### src/include/soc_config.svh
// soc configuration macros: memory map, memory depths, wait states and bus widths
`ifndef SOC_CONFIG_SVH
`define SOC_CONFIG_SVH

// **************************************************
// bus widths
// **************************************************
`define SOC_ADDR_W 32
`define SOC_DATA_W 32

// **************************************************
// memory map
// **************************************************
// top four address bits pick the region
`define SOC_REGION_SHIFT 28
// 0x0xxx_xxxx, slave 1
`define SOC_SMEM_REGION 4'h0
// 0x2xxx_xxxx, slave 5
`define SOC_DMEM_REGION 4'h2

// depths in words, powers of two
`define SOC_SMEM_WORDS 256
`define SOC_DMEM_WORDS 512

// wait states ahead of each transfer
`define SOC_AHB_DELAY_CYCLES 1

`endif

### src/source/soc_pkg.sv
// soc package with the AHB-Lite bus types and the decoder slave select
`default_nettype none

`include "soc_config.svh"

package soc_pkg;

  // **************************************************
  // bus payload
  // **************************************************
  typedef logic [`SOC_ADDR_W-1:0] addr_t;
  typedef logic [`SOC_DATA_W-1:0] data_t;

  // **************************************************
  // AHB-Lite encodings
  // **************************************************
  typedef enum logic [1:0] {
    IDLE   = 2'b00,
    BUSY   = 2'b01,
    NONSEQ = 2'b10,
    SEQ    = 2'b11
  } htrans_e;

  // no kept slave takes more than a word
  typedef enum logic [2:0] {
    BYTE = 3'b000,
    HALF = 3'b001,
    WORD = 3'b010
  } hsize_e;

  // only okay and error ever show up
  typedef enum logic {
    OKAY  = 1'b0,
    ERROR = 1'b1
  } hresp_e;

  // decoder target
  typedef enum logic [1:0] {
    SEL_SMEM,
    SEL_DMEM,
    SEL_ERR
  } slave_sel_e;

endpackage

`default_nettype wire

### src/source/ahb_if.sv
// AHB-Lite interfaces for the delay-to-decoder link and the decoder-to-slave links
`default_nettype none

// single master to decoder
interface ahb_bus_if import soc_pkg::*; ();
  addr_t   haddr;
  htrans_e htrans;
  logic    hwrite;
  hsize_e  hsize;
  data_t   hwdata;
  data_t   hrdata;
  logic    hready;
  hresp_e  hresp;

  // request side
  modport initiator (
    output haddr, htrans, hwrite, hsize, hwdata,
    input  hrdata, hready, hresp
  );

  // response side
  modport target (
    input  haddr, htrans, hwrite, hsize, hwdata,
    output hrdata, hready, hresp
  );
endinterface


`default_nettype wire

### src/source/ahb_delay.sv
// ahb delay stage: holds each master address phase for a fixed wait count, then forwards it
`default_nettype none

`include "soc_config.svh"

module ahb_delay import soc_pkg::*; (
  input  wire logic     i_pad_clk,
  input  wire logic     i_arst_n,
  input  wire addr_t    i_haddr,
  input  wire htrans_e  i_htrans,
  input  wire logic     i_hwrite,
  input  wire hsize_e   i_hsize,
  input  wire data_t    i_hwdata,
  output data_t         o_hrdata,
  output logic          o_hready,
  output hresp_e        o_hresp,
  ahb_bus_if.initiator  bus
);

  localparam int D = `SOC_AHB_DELAY_CYCLES;

  typedef enum logic [1:0] {ST_IDLE, ST_WAIT, ST_ADDR, ST_DATA} dly_state_e;

  dly_state_e state_q;
  dly_state_e state_d;
  dly_state_e first_st;
  logic [7:0] wait_cnt_q;
  logic [7:0] lo_run_q;
  logic       accept;
  addr_t      hold_addr_q;
  htrans_e    hold_htrans_q;
  logic       hold_hwrite_q;
  hsize_e     hold_hsize_q;

  // **************************************************
  // master side acceptance
  // **************************************************
  assign accept   = o_hready && (i_htrans == NONSEQ || i_htrans == SEQ);
  // zero wait count skips straight to the address cycle
  assign first_st = (D == 0) ? ST_ADDR : ST_WAIT;

  always_comb begin
    state_d = state_q;
    case (state_q)
      ST_IDLE: begin
        if (accept) state_d = first_st;
      end
      ST_WAIT: begin
        if (wait_cnt_q == 8'(D - 1)) state_d = ST_ADDR;
      end
      ST_ADDR: begin
        // address phase completes only with hready high
        if (bus.hready) state_d = ST_DATA;
      end
      default: begin
        // back to back when master has the next one waiting
        if (bus.hready) state_d = accept ? first_st : ST_IDLE;
      end
    endcase
  end

  always_ff @(posedge i_pad_clk or negedge i_arst_n) begin
    if (!i_arst_n) begin
      state_q    <= ST_IDLE;
      wait_cnt_q <= '0;
      lo_run_q   <= '0;
    end else begin
      state_q    <= state_d;
      wait_cnt_q <= (state_q == ST_WAIT) ? wait_cnt_q + 8'd1 : '0;
      lo_run_q   <= o_hready ? '0 : lo_run_q + 8'd1;
    end
  end

  // captured address phase
  always_ff @(posedge i_pad_clk) begin
    if (accept) begin
      hold_addr_q   <= i_haddr;
      hold_htrans_q <= i_htrans;
      hold_hwrite_q <= i_hwrite;
      hold_hsize_q  <= i_hsize;
    end
  end

  // **************************************************
  // downstream request and master response
  // **************************************************
  assign bus.haddr  = hold_addr_q;
  assign bus.htrans = (state_q == ST_ADDR) ? hold_htrans_q : IDLE;
  assign bus.hwrite = hold_hwrite_q;
  assign bus.hsize  = hold_hsize_q;
  // master keeps hwdata stable through the whole stall
  assign bus.hwdata = i_hwdata;

  assign o_hrdata = bus.hrdata;
  assign o_hresp  = (state_q == ST_DATA) ? bus.hresp : OKAY;
  assign o_hready = (state_q == ST_IDLE) ||
                    ((state_q == ST_DATA) && bus.hready);

  // worst case is the error response, D+2 low cycles
  a_stall_bound: assert property (
    @(posedge i_pad_clk) disable iff (!i_arst_n)
    lo_run_q <= 8'(D + 3)
  );

endmodule

`default_nettype wire

### src/flat_wrapper.sv
// flat-port wrapper written by rule: the top's interface ports become plain ports
module ahb_delay_flat import soc_pkg::*;
  (i_pad_clk, i_arst_n, i_haddr, i_htrans, i_hwrite, i_hsize, i_hwdata, o_hrdata, o_hready, o_hresp, bus_haddr, bus_htrans, bus_hwrite, bus_hsize, bus_hwdata, bus_hrdata, bus_hready, bus_hresp);
  ahb_bus_if bus_i ();
  input  wire logic i_pad_clk;
  input  wire logic i_arst_n;
  input  wire addr_t i_haddr;
  input  wire htrans_e i_htrans;
  input  wire logic i_hwrite;
  input  wire hsize_e i_hsize;
  input  wire data_t i_hwdata;
  output data_t o_hrdata;
  output logic o_hready;
  output hresp_e o_hresp;
  output wire logic [$bits(bus_i.haddr)-1:0] bus_haddr;
  output wire logic [$bits(bus_i.htrans)-1:0] bus_htrans;
  output wire logic [$bits(bus_i.hwrite)-1:0] bus_hwrite;
  output wire logic [$bits(bus_i.hsize)-1:0] bus_hsize;
  output wire logic [$bits(bus_i.hwdata)-1:0] bus_hwdata;
  input wire logic [$bits(bus_i.hrdata)-1:0] bus_hrdata;
  input wire logic [$bits(bus_i.hready)-1:0] bus_hready;
  input wire logic [$bits(bus_i.hresp)-1:0] bus_hresp;
  assign bus_haddr = bus_i.haddr;
  assign bus_htrans = bus_i.htrans;
  assign bus_hwrite = bus_i.hwrite;
  assign bus_hsize = bus_i.hsize;
  assign bus_hwdata = bus_i.hwdata;
  assign bus_i.hrdata = bus_hrdata;
  assign bus_i.hready = bus_hready;
  assign bus_i.hresp = bus_hresp;
  ahb_delay u_core (.i_pad_clk(i_pad_clk), .i_arst_n(i_arst_n), .i_haddr(i_haddr), .i_htrans(i_htrans), .i_hwrite(i_hwrite), .i_hsize(i_hsize), .i_hwdata(i_hwdata), .o_hrdata(o_hrdata), .o_hready(o_hready), .o_hresp(o_hresp), .bus(bus_i));
endmodule
### config.mk
export PLATFORM = sky130hd
export DESIGN_NAME = ahb_delay_flat
export DESIGN_NICKNAME = d
export VERILOG_FILES = /design/src/source/soc_pkg.sv /design/src/source/ahb_if.sv /design/src/source/ahb_delay.sv /design/src/flat_wrapper.sv
export VERILOG_INCLUDE_DIRS = /design/src /design/src/include
export SDC_FILE = /design/constraint.sdc
export NUM_CORES = 1
export LEC_CHECK = 0
export BUFFER_PORTS_ARGS = -buffer_cell sky130_fd_sc_hd__buf_2
export CORE_AREA = 2 2 80 82
export DETAILED_ROUTE_END_ITERATION = 8
export DIE_AREA = 0 0 82 84
export PLACE_DENSITY = 0.81
export SKIP_LAST_GASP = 1
export SLEW_MARGIN = 20
export SYNTH_ARGS = -nofsm -noshare
export SYNTH_HDL_FRONTEND = slang
export SYNTH_SLANG_ARGS = --single-unit
### constraint.sdc
create_clock -name i_pad_clk -period 6.1 [get_ports i_pad_clk]
set_clock_uncertainty 0.15 [all_clocks]
set_input_delay 0.61 -clock i_pad_clk [delete_from_list [all_inputs] [get_ports i_pad_clk]]
set_output_delay 0.61 -clock i_pad_clk [all_outputs]
set_load 0.02 [all_outputs]
# Yosys cells after proc, flatten, opt, wreduce, memory -nomap -nowiden
# Index checks and enable logic that the tools add are counted.
# totals
ff_bits,48
word_cells,32
# classes
n_addsub,1
n_eq_ne,8
n_mux,9
reduce_logical,8
# ops
operator,count
2-to-1 mux 2 bit,5
adder 8 x 1 -> 8 bit (second input constant),1
== test 2 bit (second input constant),4
zero test 8 bit,1
2-to-1 mux 8 bit,1
case mux 2 bit (3 select lines),1
inequality test 2 x 1 -> 1 bit (second input constant),2
AND reduction 4 bit,1
nonzero test 3 bit,1
== test 2 x 1 -> 1 bit (second input constant),1
logical AND 1 bit,2
zero test 2 bit,1
logical OR 1 bit,2
2-to-1 mux 1 bit,2
inequality test 2 bit (second input constant),1

# Longest topological paths before layout
# Gate-level depths: netlist (run 1).
# logic_depth
ltp_word,7
mapped_depth,6

# Least setup slack after synthesis (run 1)
# No wires, ideal clock.
# synth_path
path_type,register -> register
from,register u_core.state_q[0]
to,"register u_core.hold_addr_q[0], in the netlist u_core.bus.haddr[0], enable pin"
arrival_ps,1882
required_ps,5550
path_slack_ps,3668
path_stages_with_launch,5
path_buffers,0
period_less_slack_ps,2432
path_cell_list,dfrtp_1 > inv_1 > ha_1 > a21o_1 > and2_1
# synth_via
elab_chain_cells,4
word_cells_on_any_way,5
classes_between,eq/ne: 1; reduce/logical: 4
# synth_rtl
element,line,source
start: declaration,ahb_delay.sv:24,dly_state_e state_q;
start signal: assignment,ahb_delay.sv:68,state_q <= state_d;
== test 2 bit,ahb_delay.sv:97,((state_q == ST_DATA) && bus.hready);
logical AND 1 bit,ahb_delay.sv:97,
logical OR 1 bit *,ahb_delay.sv:96,assign o_hready = (state_q == ST_IDLE) ||
named net o_hready,flat_wrapper.sv:13,output logic o_hready;
logical AND 1 bit *,ahb_delay.sv:38,assign accept = o_hready && (i_htrans == NONSEQ || i_htrans == SEQ);
named net u_core.accept,ahb_delay.sv:29,logic accept;
end signal: assignment,ahb_delay.sv:77,hold_addr_q <= i_haddr;
end: declaration,ahb_delay.sv:30,addr_t hold_addr_q;
# The timed path passes the listed nets; every way through them passes the cells marked *.
# A chain may end at the register's enable or synchronous reset.

# Worst setup path in the final report (run 1)
# layout_path
from,register u_core.state_q[0]
to,register u_core.state_q[0]
# layout_via
elab_chain_cells,7
word_cells_on_any_way,15
classes_between,eq/ne: 6; mux: 3; reduce/logical: 6
# layout_rtl
element,line,source
== test 2 bit,ahb_delay.sv:97,
logical AND 1 bit,ahb_delay.sv:97,
logical OR 1 bit *,ahb_delay.sv:96,
logical AND 1 bit *,ahb_delay.sv:38,
named net u_core.accept,ahb_delay.sv:29,
2-to-1 mux 1 bit,ahb_delay.sv:57,if (bus.hready) state_d = accept ? first_st : ST_IDLE;
2-to-1 mux 2 bit,ahb_delay.sv:57,
case mux 2 bit (3 select lines),ahb_delay.sv:44,case (state_q)
# The timed path passes the listed nets; every way through them passes the cells marked *. The select of a mux whose other input is x is not followed.

==> results of run 1 <==
registers in the layout (all words and copies together) (netlist names):
register              cells
u_core.bus.hwrite         1
u_core.state_q            2
u_core.bus.haddr         32
u_core.bus.hsize          3
u_core.wait_cnt_q         8
u_core.hold_htrans_q      2
worst max-delay path, delay by kind of cell (launching register included):
family	cells	cell delay (ns)
muxes	1	0.19
AOI/OAI and AO/OA	2	0.29
adders and majority gates	1	0.22
DFF	1	0.42
and+or+nand+nor	1	0.69
buffers and inverters	1	0.11
through the flow:
step,total power [mW],cell area [sq um],util (%),hold slack [ns]
5_1_grt,1.05,2380,39.1,0.00181
6_report,0.992,2380,39.1,0.0110
4_1_cts,1.01,2380,39.1,0.00479
3_5_place_dp,0.739,2250,36.9,0.318
3_3_place_gp,0.729,2250,36.9,0.311
2_1_floorplan,0.706,2220,-,0.164
worst paths after layout:
kind | slack, ns | to
worst max-delay path | 3.95 | u_core.state_q[0]
worst min-delay path | 0.01 | u_core.state_q[0]
worst max register to register | 3.95 | u_core.state_q[0]
worst min register to register | 0.33 | u_core.wait_cnt_q[0]
max in group asynchronous | 5.60 | u_core.wait_cnt_q[6]
min in group i_pad_clk | 0.33 | u_core.wait_cnt_q[0]
power breakdown:
| part | internal (mW) | switching, mW |
|---|---|---|
| clock network | 0.165 | 0.0996 |
| logic | 0.0923 | 0.176 |
| registers | 0.436 | 0.0234 |
kinds of logic (layout without fill, tap and decap cells):
family          after synthesis  after routing  synth area share (%)
buf+inv                      69             94                  22.4
flops                        48             48                  62.5
compound gates                4              4                  1.80
mux                           2              2                 0.956
xor+xnor                      6              6                  2.36
simple gates                 23             23                  5.96
fa+ha+maj                     7              7                  3.94
routing by layer:
| metal | up-vias | GRT usage, % | routed length [um] |
|---|---|---|---|
| li1 | 514 | - | - |
| met1 | 514 | 10.3 | 1400 |
| met2 | 98 | 15.4 | 1590 |
| met3 | 8 | 4.00 | 532 |
| met4 | 0 | 6.21 | 58 |
| met5 | - | 0 | 0 |
cell usage in the layout (no fill, tap or decap):
cell / instances
buf_2: 81
and2_2: 1
nor2_1: 4
dfrtp_1: 10
and3_1: 2
inv_6: 1
nor2b_1: 1
inv_1: 5
edfxtp_1: 38
bufinv_16: 2
mux2_1: 1
xor2_1: 2
clkbuf_8: 5
o41ai_2: 1
ha_1: 7
and2_1: 10
mux2i_1: 1
or4b_1: 1
a21o_1: 1
nand3_1: 4
xnor2_1: 4
o221a_2: 1
a21oi_1: 1
final cells by class:
class                   count  share of cell area, %
clock buffers               5                   2.89
clock inverters             3                   2.89
inverters                   5                  0.787
multi-input cells          42                   14.1
flip-flops and latches     48                   58.3
well taps                  77                   4.04
repair buffers             81                   17.0
==> results.ini, run 1 <==
[run_status]
status = completed

[sta]
rsz0062_at_grt = no
worst_pin_slew_ns = 0.826
tns_ns = 0
fin_crit_ns = 2.15
finalWorstSetupSlack_ns = 3.95
fmax_mhz = 466
setup_viol = 0
post-route-period-util_pct = 35.2
slew_viol_final = 0
slew_headroom_pct = 44.9
final-hold-violation-count = 0

[clock_tree]
postCtsSetupRepairBufs = 0
path_clk_slew_ns = 0.09
clock_sinks = 48
clock_path_buffers = 2
holdBufCountCts = 0
worstSkewPairLatency_ns = 0.29
cts_resized = 0
root_buffer = clkbuf_8
cts_buffers = 5
htreeDepth = 2
cts_tree = built

[cells_and_area]
syn_to_final_growth_pct = 7.20
nFillCells = 559
layoutNonFillerInstCount = 261
diodes = 0
nets = 296
seqCellArea_sq_um = 1390
multi_input_comb_area_sq_um = 335
drive_gt1_share_pct = 50.0

[floorplanning]
die_h_um = 84
die_w_um = 82
design.core.area_sq_um = 6100
row_count = 29
ioPinCount = 210
initial_core_util_pct = 36.5
floorplan.die_area_sq_um = 6890

[worst_setup_path]
cp-end-kind = flop
critPathLaunchType = flop
worstPathRequired_ns = 6.16
critPathSlowestCell = and2_2
critPathKind = flop to flop
r2r_start = u_core.state_q[0]
crit_path_max_incr_delay_ns = 0.69
crit_path_start = u_core.state_q[0]
cp_max_fo = 39
r2r_cells = 6
critPathArrivalTime_ns = 2.21
cp_cell_sequence = inv_1 > ha_1 > a21o_1 > and2_2 > a21oi_1 > mux2i_1

[logic_synthesis]
synth_area_leaders = edfxtp_1 (51%), buf_4 (22%), dfrtp_1 (11%)
synthArstFlopShare_pct = 20.8
synth_common_cells = buf_4 (64), edfxtp_1 (38), and2_1 (11)
synth_ff_type = edfxtp_1
syn_avg_cell_area_sq_um = 14.0
synth_top_area_share_pct = 51.3
yosysSeqAreaShare_pct = 62.5
synthesis.nets = 272
synthCells = 159
yosysMostFrequentCell = buf_4
synth_top_area_cell = edfxtp_1
yosysUniqueCellTypes = 19
syn_area_sq_um = 2220
synth_enable_flop_cells = 38
yosys_warnings = 0
synth-seq-cells = 48

[routing]
via_per_inst = 4.34
wl_per_cell_um = 13.7
drt-total-wl_mm = 3.58
num_vias = 1134
dr.pass1.iters = 4
ant_nets = 0
drcViolationCount = 0
drt_iter0_drc = 39

[worst_hold_path]
min-delay-path-class = input port to asynchronous set/reset pin

[placement]
port_buffers = 81
dpl.hpwl_mm = 2.72
placedCellCount = 253
pre_cts_ws_ns = 3.96
place_congestion = 0.702

[global_routing]
grt-ovfl-total = 0
grt_max_degree = 40
track_usage_pct = 9.67
grt_antenna_before_repair = 0
grt_pass1_vias = 1086
grt_pass1_wl_mm = 4.91

[flow_run]
drv_cap = 0

[power]
cellPowerDensity_nw_per_um2 = 416
ir_drop_mv = 0.186
p_leak_nw = 1.07

Note: power is estimated with default switching activity, not from simulation.
==> run 2: changes to the inputs <==
Settings changed: CORE_AREA 2 2 80 82 to 2 2 81 83, DIE_AREA 0 0 82 84 to 0 0 83 85, PLACE_DENSITY 0.81 to 0.79.
Clock period 6.1 ns to 2 ns, I/O delays scaled along.
==> run 2 against run 1 <==
Net effect:
- the run now ends with setup timing left
- critical path depth stayed put
- worst hold slack better by 0.13 ns
- sequential power rose to 3.0 times the previous value
- non-clock buffer count is 45 higher
- sequential cell count is the same
- combinational power rose to 3.8 times the previous value
- via count increased by 16%
- final area grew 17%
- utilization is 5.8 points higher
- clock power grew 100%
- count of clock-buffer cells in the layout up 1
- worst setup slack worse by 4.0 ns
==> results.ini, run 2 (synthesized netlist as in run 1, its figures left out) <==
[clock_tree]
htreeDepth = 2  ; unchanged
clock_path_buffers = 2  ; unchanged
clock_sinks = 48  ; unchanged
root_buffer = clkbuf_8
cts_tree = built
path_clk_slew_ns = 0.09  ; about the same
cts_buffers = 5  ; unchanged
worstSkewPairLatency_ns = 0.29  ; about the same

[placement]
placedCellCount = 259  ; +2.4%
pre_cts_ws_ns = -0.0503  ; -4.01 ns
place_congestion = 0.742  ; +5.7%
dpl.hpwl_mm = 3.14  ; +15%
port_buffers = 81  ; unchanged

[global_routing]
grt_pass1_wl_mm = 7.04  ; +44%
grt_antenna_before_repair = 0  ; unchanged
grt_pass1_vias = 1460  ; +34%
grt_max_degree = 31  ; -23%
track_usage_pct = 12.4  ; +2.8 points
grt-ovfl-total = 0  ; unchanged

[worst_hold_path]
min-delay-path-class = input port to asynchronous set/reset pin

[floorplanning]
ioPinCount = 210  ; unchanged
design.core.area_sq_um = 6200  ; +1.8%
floorplan.die_area_sq_um = 7060  ; +2.4%
die_w_um = 83  ; +1.2%
initial_core_util_pct = 35.9  ; -0.64 points
row_count = 29  ; unchanged
die_h_um = 85  ; +1.2%

[routing]
wl_per_cell_um = 14.6  ; +6.6%
via_per_inst = 4.31  ; -0.79%
ant_nets = 0  ; unchanged
dr.pass1.iters = 3  ; -1
num_vias = 1319  ; +16%
drt_iter0_drc = 38  ; -2.6%
drcViolationCount = 0  ; unchanged
drt-total-wl_mm = 4.47  ; +25%

[power]
p_leak_nw = 1.25  ; +16%
swShare_pct = 32.3  ; +2.2 points
cellPowerDensity_nw_per_um2 = 1060  ; +160%
p_clk_share_pct = 18.2  ; -8.4 points
intPower_mw = 2.00  ; +190%
power_switching_uw = 957  ; +220%
ir_drop_mv = 0.611  ; +230%
comb_power_share_pct = 34.4  ; +7.4 points
seq_power_share_pct = 47.3  ; +1.0 points

[cells_and_area]
layoutNonFillerInstCount = 306  ; +17%
nets = 341  ; +15%
layout_commonest_cell = buf_2
syn_to_final_growth_pct = 25.3
largest_register_ffs = 32  ; unchanged
diodes = 0  ; unchanged
nFillCells = 547  ; -2.1%
drive_gt1_share_pct = 42.8  ; -7.2 points
layout_common_cells = buf_2 (81), dlygate4sd3_1 (39), edfxtp_1 (38)

[sta]
post-route-period-util_pct = 102  ; +67 points
worst_pin_slew_ns = 0.240  ; -0.586 ns
fin_crit_ns = 2.05  ; -0.100 ns
final-hold-violation-count = 0  ; unchanged
setup_viol = 1  ; +1
hold_ws_ns = 0.137  ; +0.126 ns
rsz0062_at_grt = yes
slew_viol_final = 0  ; unchanged
finalWorstSetupSlack_ns = -0.0477  ; -4.00 ns
slew_headroom_pct = 84.0  ; +39 points
fmax_mhz = 488  ; +4.9%

[run_status]
status = finished with violations
violations = setup timing

[worst_setup_path]
critPathArrivalTime_ns = 2.08  ; -0.13 ns
worstPathRequired_ns = 2.03  ; -4.13 ns
critPathSlowestCell = or4b_4
critPathKind = flop to flop
cp-end-kind = flop
crit_path_max_incr_delay_ns = 0.45  ; -0.24 ns
cp_max_fo = 2  ; -95%
cp_cell_sequence = inv_1 > ha_1 > or4b_4 > o41ai_2 > o221a_2 > mux2_4
critPathLaunchType = flop

[flow_run]
drv_cap = 0  ; unchanged

==> run 2: changes by cell type in the layout (fill, tap and decap cells not counted) <==
cell / delta
buf_4: +5
clkbuf_1: +1
or4b_1: -1
bufinv_16: -2
clkinvlp_4: +1
dlygate4sd3_1: +39
and2_4: +1
inv_6: -1
buf_12: +1
mux2_1: -1
and2_2: -1
mux2_4: +1
or4b_4: +1
clkinv_1: +1
==> run 2: worst paths after layout <==
path | from | endpoint | slack [ns] | cells after the start
setup reg to reg | u_core.wait_cnt_q[0] | u_core.state_q[1] | -0.05 | 6
setup / recovery | u_core.wait_cnt_q[0] | u_core.state_q[1] | -0.05 | 6
hold / removal | i_arst_n | u_core.wait_cnt_q[0] | 0.14 | 2
min in group i_pad_clk | bus_hready | u_core.state_q[1] | 0.25 | 3
max in group asynchronous | i_arst_n | u_core.wait_cnt_q[4] | 1.37 | 2
hold reg to reg | u_core.wait_cnt_q[0] | u_core.wait_cnt_q[0] | 0.39 | 2
==> run 2: critical path: cells and delay by family (launching register included) <==
family                   cells  cell delay [ns]
AO/OA/AOI/OAI                2             0.45
adder cells (fa/ha/maj)      1             0.14
buffers and inverters        1             0.06
flip-flops                   1             0.39
multiplexers                 1             0.30
AND/OR/NAND/NOR              1             0.45
==> run 2: layout make-up <==
class	instances	area (sq um)	share of cell area [%]
sequential	48	1390	49.9
timing repair buffer	126	853	30.6
multi-input combinational	42	344	12.3
tap	77	96.3	3.46
clock buffer	6	72.6	2.60
inverter	5	18.8	0.673
clock inverter	2	11.3	0.404
==> run 2: what timing repair did <==
item | 4_1_cts | 5_1_grt
pin swaps | 0 | 0
hold endpoints to repair | 48 | 0
buffers inserted | 0 | 0
endpoints found under the setup margin | 2 | 2
hold buffers | 39 | 0
gates resized for setup | 0 | 2
==> run 2: stage by stage <==
step / power, mW / TNS, ns / area [sq um] / utilization, %
2_1_floorplan: 2.15 / -0.00680 / 2230 / -
3_3_place_gp: 2.31 / -0.00707 / 2310 / 37.2
3_5_place_dp: 2.35 / -0.0503 / 2310 / 37.2
4_1_cts: 2.96 / -0.0942 / 2780 / 44.8
5_1_grt: 3.14 / -0.167 / 2790 / 44.9
6_report: 2.96 / -0.0477 / 2790 / 44.9
==> run 2: power by group through the flow <==
stage	sequential [mW]	clock [mW]	combinational (mW)
floorplan	1.60	0	0.552
global placement	1.41	0	0.906
detailed placement	1.42	0	0.926
CTS	1.40	0.574	0.991
global route	1.42	0.612	1.11
finish	1.40	0.540	1.02
==> run 2: routing by layer <==
metal | vias up | global-route usage [%] | routed length (um)
met3 | 10 | 6.61 | 544
met2 | 103 | 22.7 | 2280
li1 | 605 | - | -
met1 | 601 | 12.3 | 1590
met4 | 0 | 3.58 | 48
met5 | - | 0 | 0
==> run 3: changes to the inputs <==
Settings changed: CORE_AREA 2 2 81 83 to 2 2 80 82, DIE_AREA 0 0 83 85 to 0 0 82 84, PLACE_DENSITY 0.79 to 0.81, SLEW_MARGIN 20 to unset.
Clock period 2 ns to 2.65 ns, I/O delays scaled along.
==> run 3 against run 2 <==
Net effect:
- the flow now finishes without violations
- wire length is 1.7% lower
- final area is 0.99% lower
- worst setup slack better by 0.57 ns
- via count is 2.0% lower
- die area is 2.4% lower
- utilization is 0.35 points higher
- largest power group unchanged
- highest routed layer unchanged
==> results.ini, run 3 (synthesized netlist as in run 1, its figures left out) <==
[worst_setup_path]
critPathKind = flop to flop
cp-end-kind = flop
rr_endpoint = u_core.bus.hsize[1]
r2r_cells = 5  ; -1
cp_max_fo = 25  ; +23
r2r_start = u_core.state_q[0]
worstPathRequired_ns = 2.51  ; +0.48 ns
critPathArrivalTime_ns = 1.98  ; -0.10 ns
rrSetupSlack_ns = 0.52  ; +0.57 ns
critPathLaunchType = flop

[global_routing]
grt-ovfl-total = 0  ; unchanged
use_met1_pct = 11.6  ; -0.68 points
grt_antenna_before_repair = 0  ; unchanged
track_usage_pct = 12.2  ; -0.20 points
grt_pass1_wl_mm = 6.18  ; -12%
top_usage_layer = met2
grt_pass1_vias = 1302  ; -11%
use_met2_pct = 22.4  ; -0.26 points
met3_usage_pct = 4.22  ; -2.4 points
grt_max_degree = 26  ; -16%

[clock_tree]
cts_tree = built
clock_sinks = 48  ; unchanged
cts_resized = 0  ; unchanged
root_buffer = clkbuf_8
worstSkewPairLatency_ns = 0.30  ; about the same
htreeDepth = 2  ; unchanged
clock_path_buffers = 2  ; unchanged
cts_buffers = 5  ; unchanged
path_clk_slew_ns = 0.09  ; about the same

[flow_run]
drv_cap = 0  ; unchanged

[routing]
via_per_inst = 4.32  ; +0.25%
num_vias = 1292  ; -2.0%
drcViolationCount = 0  ; unchanged
drt-total-wl_mm = 4.40  ; -1.7%
ant_nets = 0  ; unchanged
drt_iter0_drc = 56  ; +47%
wl_per_cell_um = 14.7  ; +0.60%
dr.pass1.iters = 4  ; +1

[sta]
tns_ns = 0  ; +0.0477 ns
fin_crit_ns = 2.13  ; +0.0788 ns
final-hold-violation-count = 0  ; unchanged
post-route-period-util_pct = 80.2  ; -22 points
finalWorstSetupSlack_ns = 0.523  ; +0.571 ns
slew_headroom_pct = 63.8  ; -20 points
rsz0062_at_grt = no
hold_ws_ns = 0.0102  ; -0.127 ns
setup_viol = 0  ; -1
slew_viol_final = 0  ; unchanged
fmax_mhz = 470  ; -3.7%
worst_pin_slew_ns = 0.542  ; +0.302 ns

[cells_and_area]
layout_common_cells = buf_2 (81), edfxtp_1 (38), dlygate4sd3_1 (36)
nets = 334  ; -2.1%
utilization_pct = 45.3  ; +0.35 points
syn_to_final_growth_pct = 24.1
layout_commonest_cell = buf_2
diodes = 0  ; unchanged
layoutNonFillerInstCount = 299  ; -2.3%
largest_register_ffs = 32  ; unchanged
drive_gt1_share_pct = 42.3  ; -0.45 points

[worst_hold_path]
whs_endpoint = u_core.bus.haddr[2]
min-delay-path-class = input port to flop
whs_path_depth = 1
hp-start = i_haddr[2]

[placement]
dpl.hpwl_mm = 2.92  ; -6.8%
port_buffers = 81  ; unchanged
placedCellCount = 255  ; -1.5%
place_congestion = 0.767  ; +3.4%
pre_cts_ws_ns = 0.532  ; +0.582 ns

[floorplanning]
row_count = 29  ; unchanged
initial_core_util_pct = 36.5  ; +0.64 points
die_w_um = 82  ; -1.2%
ioPinCount = 210  ; unchanged
floorplan.die_area_sq_um = 6890  ; -2.4%
design.core.area_sq_um = 6100  ; -1.8%
die_h_um = 84  ; -1.2%

[power]
ir_drop_mv = 0.528  ; -14%
p_leak_nw = 1.23  ; -0.95%
cellPowerDensity_nw_per_um2 = 862  ; -19%

[run_status]
status = completed

run 3: worst max-delay path by stage:
stage | from | depth (start not counted) | to
6_report | u_core.state_q[0] | 5 | u_core.bus.hsize[1]
5_1_grt | u_core.state_q[0] | 5 | u_core.bus.haddr[2]
4_1_cts | u_core.state_q[0] | 5 | u_core.bus.haddr[2]
3_5_place_dp | u_core.state_q[0] | 5 | u_core.bus.hsize[1]
3_3_place_gp | u_core.wait_cnt_q[0] | 6 | u_core.state_q[1]
2_1_floorplan | u_core.state_q[0] | 4 | u_core.bus.haddr[0]
run 3: timing repair:
item                      CTS  global route
setup buffers               0             0
hold buffers               36             0
hold endpoints to repair   45             0
run 3: layout make-up:
cell class	instances	area, sq um
inverter	5	18.8
sequential	48	1390
multi-input combinational	42	335
clock buffer	5	68.8
timing repair buffer	119	781
fill	510	3340
tap	77	96.3
clock inverter	3	68.8
run 3: metrics by stage:
step / power (mW) / instance area, sq um
2_1_floorplan: 1.63 / 2220
3_3_place_gp: 1.70 / 2260
3_5_place_dp: 1.73 / 2260
4_1_cts: 2.40 / 2760
5_1_grt: 2.51 / 2760
6_report: 2.38 / 2760
run 3: routing by layer:
| layer | routed length, um | vias to the layer above |
|---|---|---|
| li1 | - | 592 |
| met1 | 1640 | 592 |
| met2 | 2110 | 96 |
| met3 | 548 | 12 |
| met4 | 95 | 0 |
| met5 | 0 | - |
run 3: power breakdown:
group | leakage [nW] | total [mW] | switching [mW] | internal (mW)
clock | 0.0687 | 0.622 | 0.243 | 0.380
combinational | 0.679 | 0.690 | 0.429 | 0.261
sequential | 0.487 | 1.07 | 0.0654 | 1.00
total | 1.23 | 2.38 | 0.737 | 1.64
run 3: critical path: stages (launching register included):
cell,delay [ns]
dfrtp_1,0.45
inv_1,0.12
ha_1,0.22
a21o_1,0.12
and2_2,0.50
buf_4,0.27
