<file path="src/include/soc_config.svh">
// soc configuration macros: memory map, memory depths, wait states and bus widths
`ifndef SOC_CONFIG_SVH
`define SOC_CONFIG_SVH

// **************************************************
// bus widths
// **************************************************
`define SOC_ADDR_W 32
`define SOC_DATA_W 32

// **************************************************
// memory map
// **************************************************
// top four address bits pick the region
`define SOC_REGION_SHIFT 28
// 0x0xxx_xxxx, slave 1
`define SOC_SMEM_REGION 4'h0
// 0x2xxx_xxxx, slave 5
`define SOC_DMEM_REGION 4'h2

// depths in words, powers of two
`define SOC_SMEM_WORDS 256
`define SOC_DMEM_WORDS 512

// wait states ahead of each transfer
`define SOC_AHB_DELAY_CYCLES 1

`endif

</file>
<file path="src/source/soc_pkg.sv">
// soc package with the AHB-Lite bus types and the decoder slave select
`default_nettype none

`include "soc_config.svh"

package soc_pkg;

  // **************************************************
  // bus payload
  // **************************************************
  typedef logic [`SOC_ADDR_W-1:0] addr_t;
  typedef logic [`SOC_DATA_W-1:0] data_t;

  // **************************************************
  // AHB-Lite encodings
  // **************************************************
  typedef enum logic [1:0] {
    IDLE   = 2'b00,
    BUSY   = 2'b01,
    NONSEQ = 2'b10,
    SEQ    = 2'b11
  } htrans_e;

  // no kept slave takes more than a word
  typedef enum logic [2:0] {
    BYTE = 3'b000,
    HALF = 3'b001,
    WORD = 3'b010
  } hsize_e;

  // only okay and error ever show up
  typedef enum logic {
    OKAY  = 1'b0,
    ERROR = 1'b1
  } hresp_e;

  // decoder target
  typedef enum logic [1:0] {
    SEL_SMEM,
    SEL_DMEM,
    SEL_ERR
  } slave_sel_e;

endpackage

`default_nettype wire

</file>
<file path="src/source/ahb_if.sv">
// AHB-Lite interfaces for the delay-to-decoder link and the decoder-to-slave links
`default_nettype none

// single master to decoder
interface ahb_bus_if import soc_pkg::*; ();
  addr_t   haddr;
  htrans_e htrans;
  logic    hwrite;
  hsize_e  hsize;
  data_t   hwdata;
  data_t   hrdata;
  logic    hready;
  hresp_e  hresp;

  // request side
  modport initiator (
    output haddr, htrans, hwrite, hsize, hwdata,
    input  hrdata, hready, hresp
  );

  // response side
  modport target (
    input  haddr, htrans, hwrite, hsize, hwdata,
    output hrdata, hready, hresp
  );
endinterface

// decoder to one slave
interface ahb_slave_if import soc_pkg::*; ();
  addr_t   haddr;
  htrans_e htrans;
  logic    hwrite;
  hsize_e  hsize;
  data_t   hwdata;
  logic    hsel;
  // muxed hready, end of current data phase
  logic    hready_in;
  data_t   hrdata;
  logic    hready;
  hresp_e  hresp;

  modport manager (
    output haddr, htrans, hwrite, hsize, hwdata, hsel, hready_in,
    input  hrdata, hready, hresp
  );

  modport slave (
    input  haddr, htrans, hwrite, hsize, hwdata, hsel, hready_in,
    output hrdata, hready, hresp
  );
endinterface

`default_nettype wire

</file>
<file path="src/source/ahb_decoder.sv">
// ahb decoder: region select toward the slaves and response mux back to the master
`default_nettype none

`include "soc_config.svh"

module ahb_decoder import soc_pkg::*; (
  input  wire logic    i_pad_clk,
  input  wire logic    i_arst_n,
  ahb_bus_if.target    up,
  ahb_slave_if.manager smem,
  ahb_slave_if.manager dmem,
  ahb_slave_if.manager errs
);

  logic [3:0] region;
  slave_sel_e asel;
  slave_sel_e dsel_q;
  logic       active;

  // **************************************************
  // address phase decode
  // **************************************************
  assign region = 4'(up.haddr >> `SOC_REGION_SHIFT);
  assign active = (up.htrans == NONSEQ) || (up.htrans == SEQ);

  always_comb begin
    case (region)
      `SOC_SMEM_REGION: asel = SEL_SMEM;
      `SOC_DMEM_REGION: asel = SEL_DMEM;
      // everything else lands on the default slave
      default:          asel = SEL_ERR;
    endcase
  end

  assign smem.hsel = (asel == SEL_SMEM);
  assign dmem.hsel = (asel == SEL_DMEM);
  assign errs.hsel = (asel == SEL_ERR);

  // request fan out, identical for all three
  assign smem.haddr  = up.haddr;
  assign smem.htrans = up.htrans;
  assign smem.hwrite = up.hwrite;
  assign smem.hsize  = up.hsize;
  assign smem.hwdata = up.hwdata;
  assign dmem.haddr  = up.haddr;
  assign dmem.htrans = up.htrans;
  assign dmem.hwrite = up.hwrite;
  assign dmem.hsize  = up.hsize;
  assign dmem.hwdata = up.hwdata;
  assign errs.haddr  = up.haddr;
  assign errs.htrans = up.htrans;
  assign errs.hwrite = up.hwrite;
  assign errs.hsize  = up.hsize;
  assign errs.hwdata = up.hwdata;

  // data phase slave's hready, seen by everyone
  assign smem.hready_in = up.hready;
  assign dmem.hready_in = up.hready;
  assign errs.hready_in = up.hready;

  // **************************************************
  // data phase select and response mux
  // **************************************************
  always_ff @(posedge i_pad_clk or negedge i_arst_n) begin
    if (!i_arst_n) begin
      dsel_q <= SEL_SMEM;
    end else if (up.hready && active) begin
      dsel_q <= asel;
    end
  end

  always_comb begin
    case (dsel_q)
      SEL_DMEM: begin
        up.hrdata = dmem.hrdata;
        up.hready = dmem.hready;
        up.hresp  = dmem.hresp;
      end
      SEL_ERR: begin
        up.hrdata = errs.hrdata;
        up.hready = errs.hready;
        up.hresp  = errs.hresp;
      end
      default: begin
        up.hrdata = smem.hrdata;
        up.hready = smem.hready;
        up.hresp  = smem.hresp;
      end
    endcase
  end

  // only the data phase slave may stall the bus
  a_idle_slaves_ready: assert property (
    @(posedge i_pad_clk) disable iff (!i_arst_n)
    (dsel_q == SEL_SMEM || smem.hready) &&
    (dsel_q == SEL_DMEM || dmem.hready) &&
    (dsel_q == SEL_ERR  || errs.hready)
  );

endmodule

`default_nettype wire

</file>
<file path="src/flat_wrapper.sv">
// flat-port wrapper written by rule: the top's interface ports become plain ports
module ahb_decoder_flat import soc_pkg::*;
  (i_pad_clk, i_arst_n, up_haddr, up_htrans, up_hwrite, up_hsize, up_hwdata, up_hrdata, up_hready, up_hresp, smem_haddr, smem_htrans, smem_hwrite, smem_hsize, smem_hwdata, smem_hsel, smem_hready_in, smem_hrdata, smem_hready, smem_hresp, dmem_haddr, dmem_htrans, dmem_hwrite, dmem_hsize, dmem_hwdata, dmem_hsel, dmem_hready_in, dmem_hrdata, dmem_hready, dmem_hresp, errs_haddr, errs_htrans, errs_hwrite, errs_hsize, errs_hwdata, errs_hsel, errs_hready_in, errs_hrdata, errs_hready, errs_hresp);
  ahb_bus_if up_i ();
  ahb_slave_if smem_i ();
  ahb_slave_if dmem_i ();
  ahb_slave_if errs_i ();
  input  wire logic i_pad_clk;
  input  wire logic i_arst_n;
  input wire logic [$bits(up_i.haddr)-1:0] up_haddr;
  input wire logic [$bits(up_i.htrans)-1:0] up_htrans;
  input wire logic [$bits(up_i.hwrite)-1:0] up_hwrite;
  input wire logic [$bits(up_i.hsize)-1:0] up_hsize;
  input wire logic [$bits(up_i.hwdata)-1:0] up_hwdata;
  output wire logic [$bits(up_i.hrdata)-1:0] up_hrdata;
  output wire logic [$bits(up_i.hready)-1:0] up_hready;
  output wire logic [$bits(up_i.hresp)-1:0] up_hresp;
  output wire logic [$bits(smem_i.haddr)-1:0] smem_haddr;
  output wire logic [$bits(smem_i.htrans)-1:0] smem_htrans;
  output wire logic [$bits(smem_i.hwrite)-1:0] smem_hwrite;
  output wire logic [$bits(smem_i.hsize)-1:0] smem_hsize;
  output wire logic [$bits(smem_i.hwdata)-1:0] smem_hwdata;
  output wire logic [$bits(smem_i.hsel)-1:0] smem_hsel;
  output wire logic [$bits(smem_i.hready_in)-1:0] smem_hready_in;
  input wire logic [$bits(smem_i.hrdata)-1:0] smem_hrdata;
  input wire logic [$bits(smem_i.hready)-1:0] smem_hready;
  input wire logic [$bits(smem_i.hresp)-1:0] smem_hresp;
  output wire logic [$bits(dmem_i.haddr)-1:0] dmem_haddr;
  output wire logic [$bits(dmem_i.htrans)-1:0] dmem_htrans;
  output wire logic [$bits(dmem_i.hwrite)-1:0] dmem_hwrite;
  output wire logic [$bits(dmem_i.hsize)-1:0] dmem_hsize;
  output wire logic [$bits(dmem_i.hwdata)-1:0] dmem_hwdata;
  output wire logic [$bits(dmem_i.hsel)-1:0] dmem_hsel;
  output wire logic [$bits(dmem_i.hready_in)-1:0] dmem_hready_in;
  input wire logic [$bits(dmem_i.hrdata)-1:0] dmem_hrdata;
  input wire logic [$bits(dmem_i.hready)-1:0] dmem_hready;
  input wire logic [$bits(dmem_i.hresp)-1:0] dmem_hresp;
  output wire logic [$bits(errs_i.haddr)-1:0] errs_haddr;
  output wire logic [$bits(errs_i.htrans)-1:0] errs_htrans;
  output wire logic [$bits(errs_i.hwrite)-1:0] errs_hwrite;
  output wire logic [$bits(errs_i.hsize)-1:0] errs_hsize;
  output wire logic [$bits(errs_i.hwdata)-1:0] errs_hwdata;
  output wire logic [$bits(errs_i.hsel)-1:0] errs_hsel;
  output wire logic [$bits(errs_i.hready_in)-1:0] errs_hready_in;
  input wire logic [$bits(errs_i.hrdata)-1:0] errs_hrdata;
  input wire logic [$bits(errs_i.hready)-1:0] errs_hready;
  input wire logic [$bits(errs_i.hresp)-1:0] errs_hresp;
  assign up_i.haddr = up_haddr;
  assign up_i.htrans = up_htrans;
  assign up_i.hwrite = up_hwrite;
  assign up_i.hsize = up_hsize;
  assign up_i.hwdata = up_hwdata;
  assign up_hrdata = up_i.hrdata;
  assign up_hready = up_i.hready;
  assign up_hresp = up_i.hresp;
  assign smem_haddr = smem_i.haddr;
  assign smem_htrans = smem_i.htrans;
  assign smem_hwrite = smem_i.hwrite;
  assign smem_hsize = smem_i.hsize;
  assign smem_hwdata = smem_i.hwdata;
  assign smem_hsel = smem_i.hsel;
  assign smem_hready_in = smem_i.hready_in;
  assign smem_i.hrdata = smem_hrdata;
  assign smem_i.hready = smem_hready;
  assign smem_i.hresp = smem_hresp;
  assign dmem_haddr = dmem_i.haddr;
  assign dmem_htrans = dmem_i.htrans;
  assign dmem_hwrite = dmem_i.hwrite;
  assign dmem_hsize = dmem_i.hsize;
  assign dmem_hwdata = dmem_i.hwdata;
  assign dmem_hsel = dmem_i.hsel;
  assign dmem_hready_in = dmem_i.hready_in;
  assign dmem_i.hrdata = dmem_hrdata;
  assign dmem_i.hready = dmem_hready;
  assign dmem_i.hresp = dmem_hresp;
  assign errs_haddr = errs_i.haddr;
  assign errs_htrans = errs_i.htrans;
  assign errs_hwrite = errs_i.hwrite;
  assign errs_hsize = errs_i.hsize;
  assign errs_hwdata = errs_i.hwdata;
  assign errs_hsel = errs_i.hsel;
  assign errs_hready_in = errs_i.hready_in;
  assign errs_i.hrdata = errs_hrdata;
  assign errs_i.hready = errs_hready;
  assign errs_i.hresp = errs_hresp;
  ahb_decoder u_core (.i_pad_clk(i_pad_clk), .i_arst_n(i_arst_n), .up(up_i), .smem(smem_i), .dmem(dmem_i), .errs(errs_i));
endmodule
</file>
<file path="config.mk">
export PLATFORM = sky130hd
export DESIGN_NAME = ahb_decoder_flat
export DESIGN_NICKNAME = d
export VERILOG_FILES = /design/src/source/soc_pkg.sv /design/src/source/ahb_if.sv /design/src/source/ahb_decoder.sv /design/src/flat_wrapper.sv
export VERILOG_INCLUDE_DIRS = /design/src /design/src/include
export SDC_FILE = /design/constraint.sdc
export NUM_CORES = 1
export LEC_CHECK = 0
export ABC_CLOCK_PERIOD_IN_PS = 2150
export BUFFER_PORTS_ARGS = -buffer_cell sky130_fd_sc_hd__buf_2
export CAP_MARGIN = 20
export CORE_AREA = 5 5 163 165
export CTS_CLUSTER_SIZE = 8
export DETAILED_ROUTE_END_ITERATION = 8
export DIE_AREA = 0 0 168 170
export HOLD_SLACK_MARGIN = 0.15
export PLACE_DENSITY_LB_ADDON = 0.1
export SLEW_MARGIN = 5
export SYNTH_ARGS = -nofsm -noshare
export SYNTH_HDL_FRONTEND = slang
export SYNTH_SLANG_ARGS = --single-unit
export TNS_END_PERCENT = 10
</file>
<file path="constraint.sdc">
create_clock -name i_pad_clk -period 2.15 [get_ports i_pad_clk]
set_clock_uncertainty 0.05 [all_clocks]
set_input_delay 0.1075 -clock i_pad_clk [delete_from_list [all_inputs] [get_ports i_pad_clk]]
set_output_delay 0.1075 -clock i_pad_clk [all_outputs]
set_load 0.01 [all_outputs]
</file>
Yosys cells after proc, flatten, opt, wreduce, memory -nomap -nowiden
Index checks and enable logic that the tools add are counted.
{"block": "word_totals", "out_inout_bits": 250, "in_bits": 174, "register_bits": 2, "elab_cells": 16}
{"block": "op_classes", "reduce_logical": 4, "n_eq_ne": 7, "mux": 4}
{"cell": "case mux 32 bit (2 select lines)", "n": 1}
{"cell": "== test 2 bit (second input constant)", "n": 4}
{"cell": "== test 2 x 1 -> 1 bit (second input constant)", "n": 2}
{"cell": "== test 4 x 2 -> 1 bit (second input constant)", "n": 1}
{"cell": "logical NOT 4 bit", "n": 1}
{"cell": "case mux 1 bit (2 select lines)", "n": 2}
{"cell": "case mux 2 bit (2 select lines)", "n": 1}
{"cell": "logical NOT 2 bit", "n": 1}
{"cell": "logical AND 1 bit", "n": 1}
{"cell": "logical OR 1 bit", "n": 1}

Depth between registers and ports, before layout
Gate-level depths: netlist (run 1).
{"block": "logic_depth", "word_depth": 3, "depth_mapped": 6, "ltp_nobuf": 5}

Least setup slack after synthesis (run 1)
No wires, ideal clock.
{"block": "synth_timing", "path_kind": "reg-to-output", "start": "register u_core.dsel_q[0]", "end": "output errs_hready_in", "t_arrival_ns": 1.580, "path_slack_ns": 0.413, "stages_incl_launch_ff": 7, "path_buffers": 3, "required_ns": 1.992, "path_cell_list": "dfrtp_1 -> inv_1 -> ha_1 -> buf_2 -> buf_2 -> a21oi_1 -> buf_4"}
{"block": "synth_via", "elab_chain_len": 2, "elab_cells_between_ends": 3, "classes_between": "eq/ne: 2; mux: 1"}
{"item": "from (decl)", "line_no": "ahb_decoder.sv:17", "source": "slave_sel_e dsel_q;"}
{"item": "from (signal assigned)", "line_no": "ahb_decoder.sv:68", "source": "dsel_q <= asel;"}
{"item": "== test 2 bit or == test 2 x 1 -> 1 bit (tied branches)", "line_no": "ahb_decoder.sv:73", "source": "case (dsel_q)"}
{"item": "case mux 1 bit (2 select lines) *", "line_no": "ahb_decoder.sv:73"}
{"item": "to (decl)", "line_no": "flat_wrapper.sv:44", "source": "output wire logic [$bits(errs_i.hready_in)-1:0] errs_hready_in;"}
Mark *: on every way between the ends. The rest lies on a longest branch, timed or not.

Worst setup path in the final report (run 1)
{"block": "layout_timing", "start": "register u_core.dsel_q[0]", "end": "output up_hrdata[3]"}
{"block": "layout_via", "elab_chain_len": 2, "elab_cells_between_ends": 3, "classes_between": "eq/ne: 2; mux: 1"}
{"item": "== test 2 bit or == test 2 x 1 -> 1 bit (tied branches)", "line_no": "ahb_decoder.sv:73"}
{"item": "case mux 32 bit (2 select lines) *", "line_no": "ahb_decoder.sv:73"}
{"item": "to (decl)", "line_no": "flat_wrapper.sv:15", "source": "output wire logic [$bits(up_i.hrdata)-1:0] up_hrdata;"}
Marked as above.

==> results of run 1 <==
-- routing by layer --
metal  share of wire  wire length (um)  global-route usage  up-vias
met5          0.0042                34                   0        -
met4           0.070               568              0.0353        4
met3            0.14              1150              0.0286       74
met2            0.44              3560              0.0788      142
met1            0.35              2840              0.0531      727
li1                -                 -                   -      800
-- logic make-up after synthesis --
kind of cell | Yosys count | synth area share
AOI/OAI and AO/OA | 69 | 0.187
adders and majority gates | 2 | 0.0106
buffers and inverters | 233 | 0.714
DFF | 2 | 0.0212
muxes | 2 | 0.00952
and+or+nand+nor | 36 | 0.0582
-- cells in the mapped netlist --
cell type and number:
ha_1 2, o21ai_0 33, a211o_1 1, buf_4 215, a21oi_1 1, mux2_1 2, buf_2 6, or3_1 1
nand2_1 33, nor2_1 2, a22oi_1 33, a221oi_2 1, clkbuf_1 7, dfrtp_1 2, inv_1 5
-- path summary, 6_finish.rpt --
path	startpoint	end	slack, ps
min in group i_pad_clk	up_hwdata[7]	dmem_hwdata[7]	170
min	i_arst_n	u_core.dsel_q[0]$_DFFE_PN0P_	160
max in group asynchronous	i_arst_n	u_core.dsel_q[1]$_DFFE_PN0P_	1790
max	u_core.dsel_q[0]$_DFFE_PN0P_	up_hrdata[3]	270
max reg2reg	u_core.dsel_q[0]$_DFFE_PN0P_	u_core.dsel_q[1]$_DFFE_PN0P_	470
min reg2reg	u_core.dsel_q[0]$_DFFE_PN0P_	u_core.dsel_q[0]$_DFFE_PN0P_	490
-- per-stage QoR --
stage	utilization	worst slack (ps)	cell area, um^2	hold WS [ps]	cells
after floorplan	-	413	2370	-238	344
after global placement	0.0793	491	1970	-150	615
after detailed placement	0.0793	461	1970	-150	615
after CTS	0.0827	231	2060	165	619
after global routing	0.0827	104	2060	165	619
final	0.0827	274	2060	162	619
-- layout make-up --
class,instances,area (um^2)
clock buffer,3,75.1
fill,2953,22800
inverter,5,18.8
multi-input combinational,109,632
sequential,2,50.0
tap,330,413
timing repair buffer,170,871
-- where the power goes --
part	leakage (nW)	switching [mW]	internal, mW	total [mW]
logic	0.900	1.02	0.673	1.69
registers	0.0233	0.00956	0.0488	0.0583
clock network	0.0370	0.0405	0.236	0.277
total	0.960	1.07	0.958	2.02
-- critical path, cell delays in order (launching register included) --
cell and delay (ps):
dfrtp_1 360, inv_1 60, ha_2 350, buf_4 340, nand2_1 80, o21ai_0 100, buf_2 170
==> key figures, run 1 <==
Outcome
  – Status: finished, final reports clean

Final layout
  – Synthesis-to-layout area growth: -13.0%
  – Fin nets: 467
  – Reg with most FFs: u_core.dsel_q
  – Inserted Diodes: 0
  – Share of cells above drive strength 1: 0.606
  – Commonest non-fill, non-tap cell in the layout: buf_2
  – Max FFs per register: 2
  – Most frequent cells in the layout: buf_2, a22oi_1, nand2_1, o21ai_0, buf_4
  – Largest regs: u_core.dsel_q x2

Route
  – DRT iter0 DRCs: 38
  – Vias per cell: 2.82
  – Antenna viol nets, final: 0
  – Vias: 1747
  – Post-route DRC: 0
  – Routed wire length: 8150 um
  – DR WL/cell: 13.2 um
  – DR pass1 iterations: 4

Yosys
  – Synthesized Nets: 520
  – #FFs+latches synth: 2
  – Cell variety after synth: 15
  – Synth top area share: 0.682
  – Syn Inst Count: 344
  – Synth area leader: buf_4
  – Synthesized area: 2370 um^2
  – Post-synthesis sequential area ratio: 0.0212
  – Synth warn: 0
  – Top post-synthesis cells by area: buf_4, a22oi_1, o21ai_0
  – Syn_area_per_cell: 6.88 um^2

Min path
  – HP Class: in -> async

STA
  – Final setup viols: 0
  – Max-slew headroom: 0.753
  – Measured slew at the worst slew-check pin: 370 ps
  – RSZ-0062 raised after global routing: false
  – F_max: 0.533 GHz
  – Tcrit/Tclk final: 0.873
  – Final hold violation count: 0
  – Max-slew violations: 0
  – Setup TNS: 0 ps
  – Final Critical Period: 1880 ps

CTS
  – Post-cts hold buffer count: 1
  – Worst-Skew Late Latency: 220 ps
  – H-Tree Depth: 1
  – Post-cts sizing count: 0
  – Max clock buf depth: 2
  – CTS clk-pin slew, worst paths: 30 ps
  – Sink Count: 2
  – Clock root buffer master: clkbuf_16
  – TritonCTS clock tree: yes
  – Num CTS Buffers: 3
  – Post-CTS setup buffers: 0

Power and ir drop
  – Cell leakage power: 0.960 nW
  – VDD IR max: 0.334 mV
  – Tot Pwr: 2.02 mW
  – PD cells: 983 nW/um^2

Floorplanning
  – I/O pin count: 424
  – Die width: 168 um
  – Row count: 58
  – Core area: 24900 um^2
  – Die H: 170 um
  – Die area: 28600 um^2
  – Initial core utilization: 0.0951

Worst setup path
  – Worst setup EP type: output port
  – Reg2Reg Depth: 5
  – Arrival time at the worst endpoint: 1720 ps
  – Crit path required time: 1990 ps
  – CP max FO: 40
  – Crit path launch type: flip-flop
  – CP Class: reg -> out

GRT
  – First-pass GRT wire length: 11500 um
  – Total GRT Usage: 0.0511
  – Total grt overflow: 0
  – Initial antenna violation count: 2
  – Vias in the first global route: 1922
  – Largest net degree at the start of global routing: 41

Place
  – Routability Congestion: 0.667
  – Port bufs: 163
  – HPWL Detailed: 7050 um

Flow run
  – Max Cap Viol: 0
No activity file was read; power rests on OpenSTA's default activity.
==> run 2: changes to the inputs <==
Settings changed: BUFFER_PORTS_ARGS -buffer_cell sky130_fd_sc_hd__buf_2 to not set, CORE_AREA 5 5 163 165 to 2 2 165 167, DIE_AREA 0 0 168 170 to 0 0 167 169, DONT_BUFFER_PORTS set to 1.
==> key figures, run 2 (synthesized netlist as in run 1, its figures left out) <==
STA
  – Final setup viols: 0
  – Measured slew at the worst slew-check pin: 414 ps
  – Max-slew headroom: 0.724
  – Setup TNS: 0 ps
  – F_max: 0.530 GHz
  – Final hold slack: 165 ps
  – RSZ-0062 raised after global routing: false
  – Final Critical Period: 1890 ps
  – Final setup margin: 262 ps
  – Max-slew violations: 0
  – Tcrit/Tclk final: 0.878
  – Final hold violation count: 0

CTS
  – H-Tree Depth: 1
  – Worst-Skew Late Latency: 220 ps
  – Post-cts hold buffer count: 2
  – CTS clk-pin slew, worst paths: 30 ps
  – Post-cts sizing count: 0
  – TritonCTS clock tree: yes
  – Clock root buffer master: clkbuf_16
  – Num CTS Buffers: 3
  – Sink Count: 2
  – Max clock buf depth: 2
  – Post-CTS setup buffers: 0

Power and ir drop
  – Int Pwr: 1.08 mW
  – PD cells: 1360 nW/um^2
  – NetSw: 1.00 mW
  – VDD IR max: 0.252 mV
  – Power share of the sequential group: 0.028
  – Clock power share: 0.133
  – Cell leakage power: 0.485 nW
  – Comb power frac: 0.839
  – Switch share: 0.481

Route
  – Vias per cell: 2.50
  – Vias: 1260
  – DRT iter0 DRCs: 60
  – Antenna viol nets, final: 0
  – Post-route DRC: 0
  – Routed wire length: 7030 um
  – DR WL/cell: 14.0 um
  – DR pass1 iterations: 4

Place
  – HPWL Detailed: 6090 um
  – DP Worst Slack: 404 ps
  – Placed Instances: 498
  – Routability Congestion: 0.642
  – Port bufs: 0

Final layout
  – Layout Cells excl Fill: 503
  – Commonest non-fill, non-tap cell in the layout: buf_4
  – Fill cell count: 3129
  – Inserted Diodes: 0
  – Fin nets: 340
  – Synthesis-to-layout area growth: -35.4%
  – Max FFs per register: 2
  – Reg with most FFs: u_core.dsel_q
  – Most frequent cells in the layout: buf_4, a22oi_1, nand2_1, o21ai_0, inv_1
  – Largest regs: u_core.dsel_q x2
  – Storage cell area: 50.0 um^2
  – Share of cells above drive strength 1: 0.284
  – Multi-input gate area: 629 um^2

Floorplanning
  – Row count: 60
  – I/O pin count: 424
  – Die width: 167 um
  – Initial core utilization: 0.0893
  – Core area: 26500 um^2
  – Die H: 169 um
  – Die area: 28200 um^2

Worst setup path
  – Arrival time at the worst endpoint: 1730 ps
  – Reg2Reg Depth: 5
  – Worst setup EP type: output port
  – Worst-path cell chain: inv_1 > ha_2 > buf_4 > nand2_1 > o21ai_0 > buf_4
  – CP delay by family, top: buffers and inverters
  – Worst path max stage delay: 370 ps
  – R2R Setup Slk: 410 ps
  – Reg-to-Reg Start: u_core.dsel_q[0]$_DFFE_PN0P_
  – Worst path slowest cell: buf_4
  – Crit path launch type: flip-flop
  – Crit-path most repeated cell: buf_4
  – Crit. Startpoint: u_core.dsel_q[0]$_DFFE_PN0P_
  – Crit Reg-Reg Endpoint: u_core.dsel_q[0]$_DFFE_PN0P_
  – CP bufs+invs: 3
  – CP max FO: 46
  – CP Class: reg -> out
  – Crit path required time: 1990 ps

Min path
  – Hold Path Depth: 0
  – Hold endpoint: dmem_haddr[24]
  – Hold Startpoint: up_haddr[24]
  – HP Class: in -> out

Outcome
  – Status: finished, final reports clean

GRT
  – Total grt overflow: 0
  – Initial antenna violation count: 0
  – Met3 Track Usage GR: 0.0222
  – First-pass GRT wire length: 8830 um
  – Global routing usage on met2: 0.0694
  – M1 GR Usage: 0.0418
  – Largest net degree at the start of global routing: 47
  – Vias in the first global route: 1328
  – Total GRT Usage: 0.0431
  – Gr busiest metal: met2

Flow run
  – Max Cap Viol: 0
-- run 2: power by group through the flow --
stage / Sequential [mW] / Combinational [mW] / Clock, mW
final: 0.0579 / 1.74 / 0.277
after global routing: 0.0594 / 1.91 / 0.285
after CTS: 0.0583 / 1.80 / 0.281
after detailed placement: 0.0587 / 1.79 / 0
after global placement: 0.0586 / 1.81 / 0
after floorplan: 0.0552 / 1.39 / 0
-- run 2: area by class of cell --
class                      count  share of cell area
multi-input combinational    109               0.412
tap                          341               0.279
timing repair buffer          43               0.215
clock buffer                   3              0.0491
sequential                     2              0.0328
inverter                       5              0.0123
-- run 2: metal layers --
metal / up-vias / wire length [um]
li1: 546 / -
met1: 493 / 2330
met2: 155 / 3210
met3: 66 / 945
met4: 0 / 544
met5: - / 0
-- run 2: how the worst max path moves through the flow --
stage / endpoint / slack (ps) / cells after the start
final: up_hrdata[28] / 260 / 6
after global routing: up_hrdata[3] / 90 / 6
after floorplan: errs_hready_in / 410 / 6
after detailed placement: u_core.dsel_q[0]$_DFFE_PN0P_ / 400 / 5
after global placement: u_core.dsel_q[1]$_DFFE_PN0P_ / 410 / 5
after CTS: up_hrdata[28] / 230 / 5
-- run 2: stage by stage --
stage                     total power [mW]  instance area [um^2]  utilization
after floorplan                       1.44                  2370            -
after global placement                1.87                  1430       0.0541
after detailed placement              1.85                  1430       0.0541
after CTS                             2.14                  1530       0.0576
after global routing                  2.26                  1530       0.0576
final                                 2.08                  1530       0.0576
==> run 3: changes to the inputs <==
Settings changed: CELL_PAD_IN_SITES_DETAIL_PLACEMENT set to 0, CELL_PAD_IN_SITES_GLOBAL_PLACEMENT set to 1, CORE_AREA 2 2 165 167 to 2 2 163 165, DIE_AREA 0 0 167 169 to 0 0 165 167.
==> key figures, run 3 (synthesized netlist as in run 1, its figures left out) <==
Route
  – DRT iter0 DRCs: 17
  – Vias: 1225
  – Post-route DRC: 0
  – DR pass1 iterations: 4
  – Routed wire length: 6320 um
  – Vias per cell: 2.48
  – DR WL/cell: 12.8 um
  – Antenna viol nets, final: 0

STA
  – Setup TNS: 0 ps
  – Final hold slack: 165 ps
  – Max-slew violations: 0
  – Measured slew at the worst slew-check pin: 375 ps
  – Max-slew headroom: 0.750
  – RSZ-0062 raised after global routing: false
  – Tcrit/Tclk final: 0.889
  – Final setup viols: 0
  – F_max: 0.523 GHz
  – Final hold violation count: 0
  – Final Critical Period: 1910 ps

Final layout
  – Multi-input gate area: 629 um^2
  – Reg with most FFs: u_core.dsel_q
  – Final Core Density: 0.0584
  – Largest regs: u_core.dsel_q x2
  – Fill cell count: 3022
  – Synthesis-to-layout area growth: -36.4%
  – Most frequent cells in the layout: buf_4, a22oi_1, nand2_1, o21ai_0, inv_1
  – Fin nets: 336
  – Share of cells above drive strength 1: 0.266
  – Max FFs per register: 2
  – Layout Cells excl Fill: 494
  – Storage cell area: 50.0 um^2
  – Commonest non-fill, non-tap cell in the layout: buf_4

Worst setup path
  – Crit path launch type: flip-flop
  – CP max FO: 31
  – R2R Setup Slk: 390 ps
  – Crit. Startpoint: u_core.dsel_q[1]$_DFFE_PN0P_
  – Worst setup EP type: output port
  – Arrival time at the worst endpoint: 1750 ps
  – Crit Reg-Reg Endpoint: u_core.dsel_q[1]$_DFFE_PN0P_
  – Crit path required time: 1990 ps
  – CP Class: reg -> out
  – Reg-to-Reg Start: u_core.dsel_q[0]$_DFFE_PN0P_
  – Reg2Reg Depth: 5

Floorplanning
  – Initial core utilization: 0.0918
  – Die area: 27600 um^2
  – Die width: 165 um
  – Die H: 167 um
  – Row count: 59
  – I/O pin count: 424
  – Core area: 25800 um^2

Place
  – Port bufs: 0
  – Placed Instances: 488
  – HPWL Detailed: 5230 um
  – Routability Congestion: 0.649

Power and ir drop
  – VDD IR max: 0.282 mV
  – Tot Pwr: 2.07 mW
  – PD cells: 1380 nW/um^2
  – Cell leakage power: 0.468 nW

CTS
  – Max clock buf depth: 2
  – Clock root buffer master: clkbuf_16
  – Num CTS Buffers: 3
  – Sink Count: 2
  – TritonCTS clock tree: yes
  – CTS clk-pin slew, worst paths: 30 ps
  – Worst-Skew Late Latency: 220 ps
  – H-Tree Depth: 1

Flow run
  – Max Cap Viol: 0

GRT
  – Largest net degree at the start of global routing: 63
  – Initial antenna violation count: 2
  – Vias in the first global route: 1338
  – Total GRT Usage: 0.0407
  – Total grt overflow: 0
  – First-pass GRT wire length: 8380 um

Min path
  – HP Class: in -> out
  – Hold Path Depth: 0
  – Hold endpoint: dmem_hwdata[12]
  – Hold Startpoint: up_hwdata[12]

Outcome
  – Status: finished, final reports clean
## run 3: cell count changes in the layout (fill, tap and decap cells not counted)
cell | before | now
buf_4 | 41 | 36
diode_2 | 0 | 1
buf_12 | 0 | 1
## run 3: per-stage QoR
step | setup WS [ps] | area, um^2
floorplan | 413 | 2370
global placement | 387 | 1410
detailed placement | 389 | 1410
CTS | 217 | 1500
global route | 91.5 | 1510
finish | 238 | 1510
## run 3: power by group
group          switching (mW)  internal (mW)
Sequential            0.00909         0.0487
Clock                  0.0445          0.237
Combinational           0.948          0.786
Total                    1.00           1.07
## run 3: worst max path at each step
stage	to	cells past startpoint	slack, ps
floorplan	errs_hready_in	6	410
global placement	u_core.dsel_q[1]$_DFFE_PN0P_	5	390
detailed placement	u_core.dsel_q[0]$_DFFE_PN0P_	5	390
CTS	up_hrdata[7]	6	220
global route	up_hrdata[27]	6	90
finish	up_hrdata[24]	6	240
## run 3: per-layer routing
layer / GRT usage / vias up / wire length [um]
met5: 0 / - / 13
met4: 0.0473 / 2 / 683
met3: 0.0207 / 59 / 864
met2: 0.0634 / 122 / 2870
met1: 0.0347 / 505 / 1890
li1: - / 537 / -
## run 3: critical path, cell delays in order, from the launching register on
cell	delay [ps]
dfrtp_1	390
inv_1	60
ha_1	230
buf_4	380
a22oi_1	130
o21ai_0	190
buf_4	150
## run 3: area by class of cell
class,instances,share of cell area
Timing Repair Buffer,39,0.206
Antenna cell,1,0.00166
Tap cell,335,0.278
Clock buffer,3,0.0499
Sequential cell,2,0.0333
Multi-Input combinational cell,109,0.418
Inverter,5,0.0125
## run 3: repair_timing
action / CTS / global route
setup endpoints to repair: 0 / 0
resized for setup: 0 / 0
hold endpoints to repair: 2 / 0
setup buffers: 0 / 0
hold buffers: 2 / 0
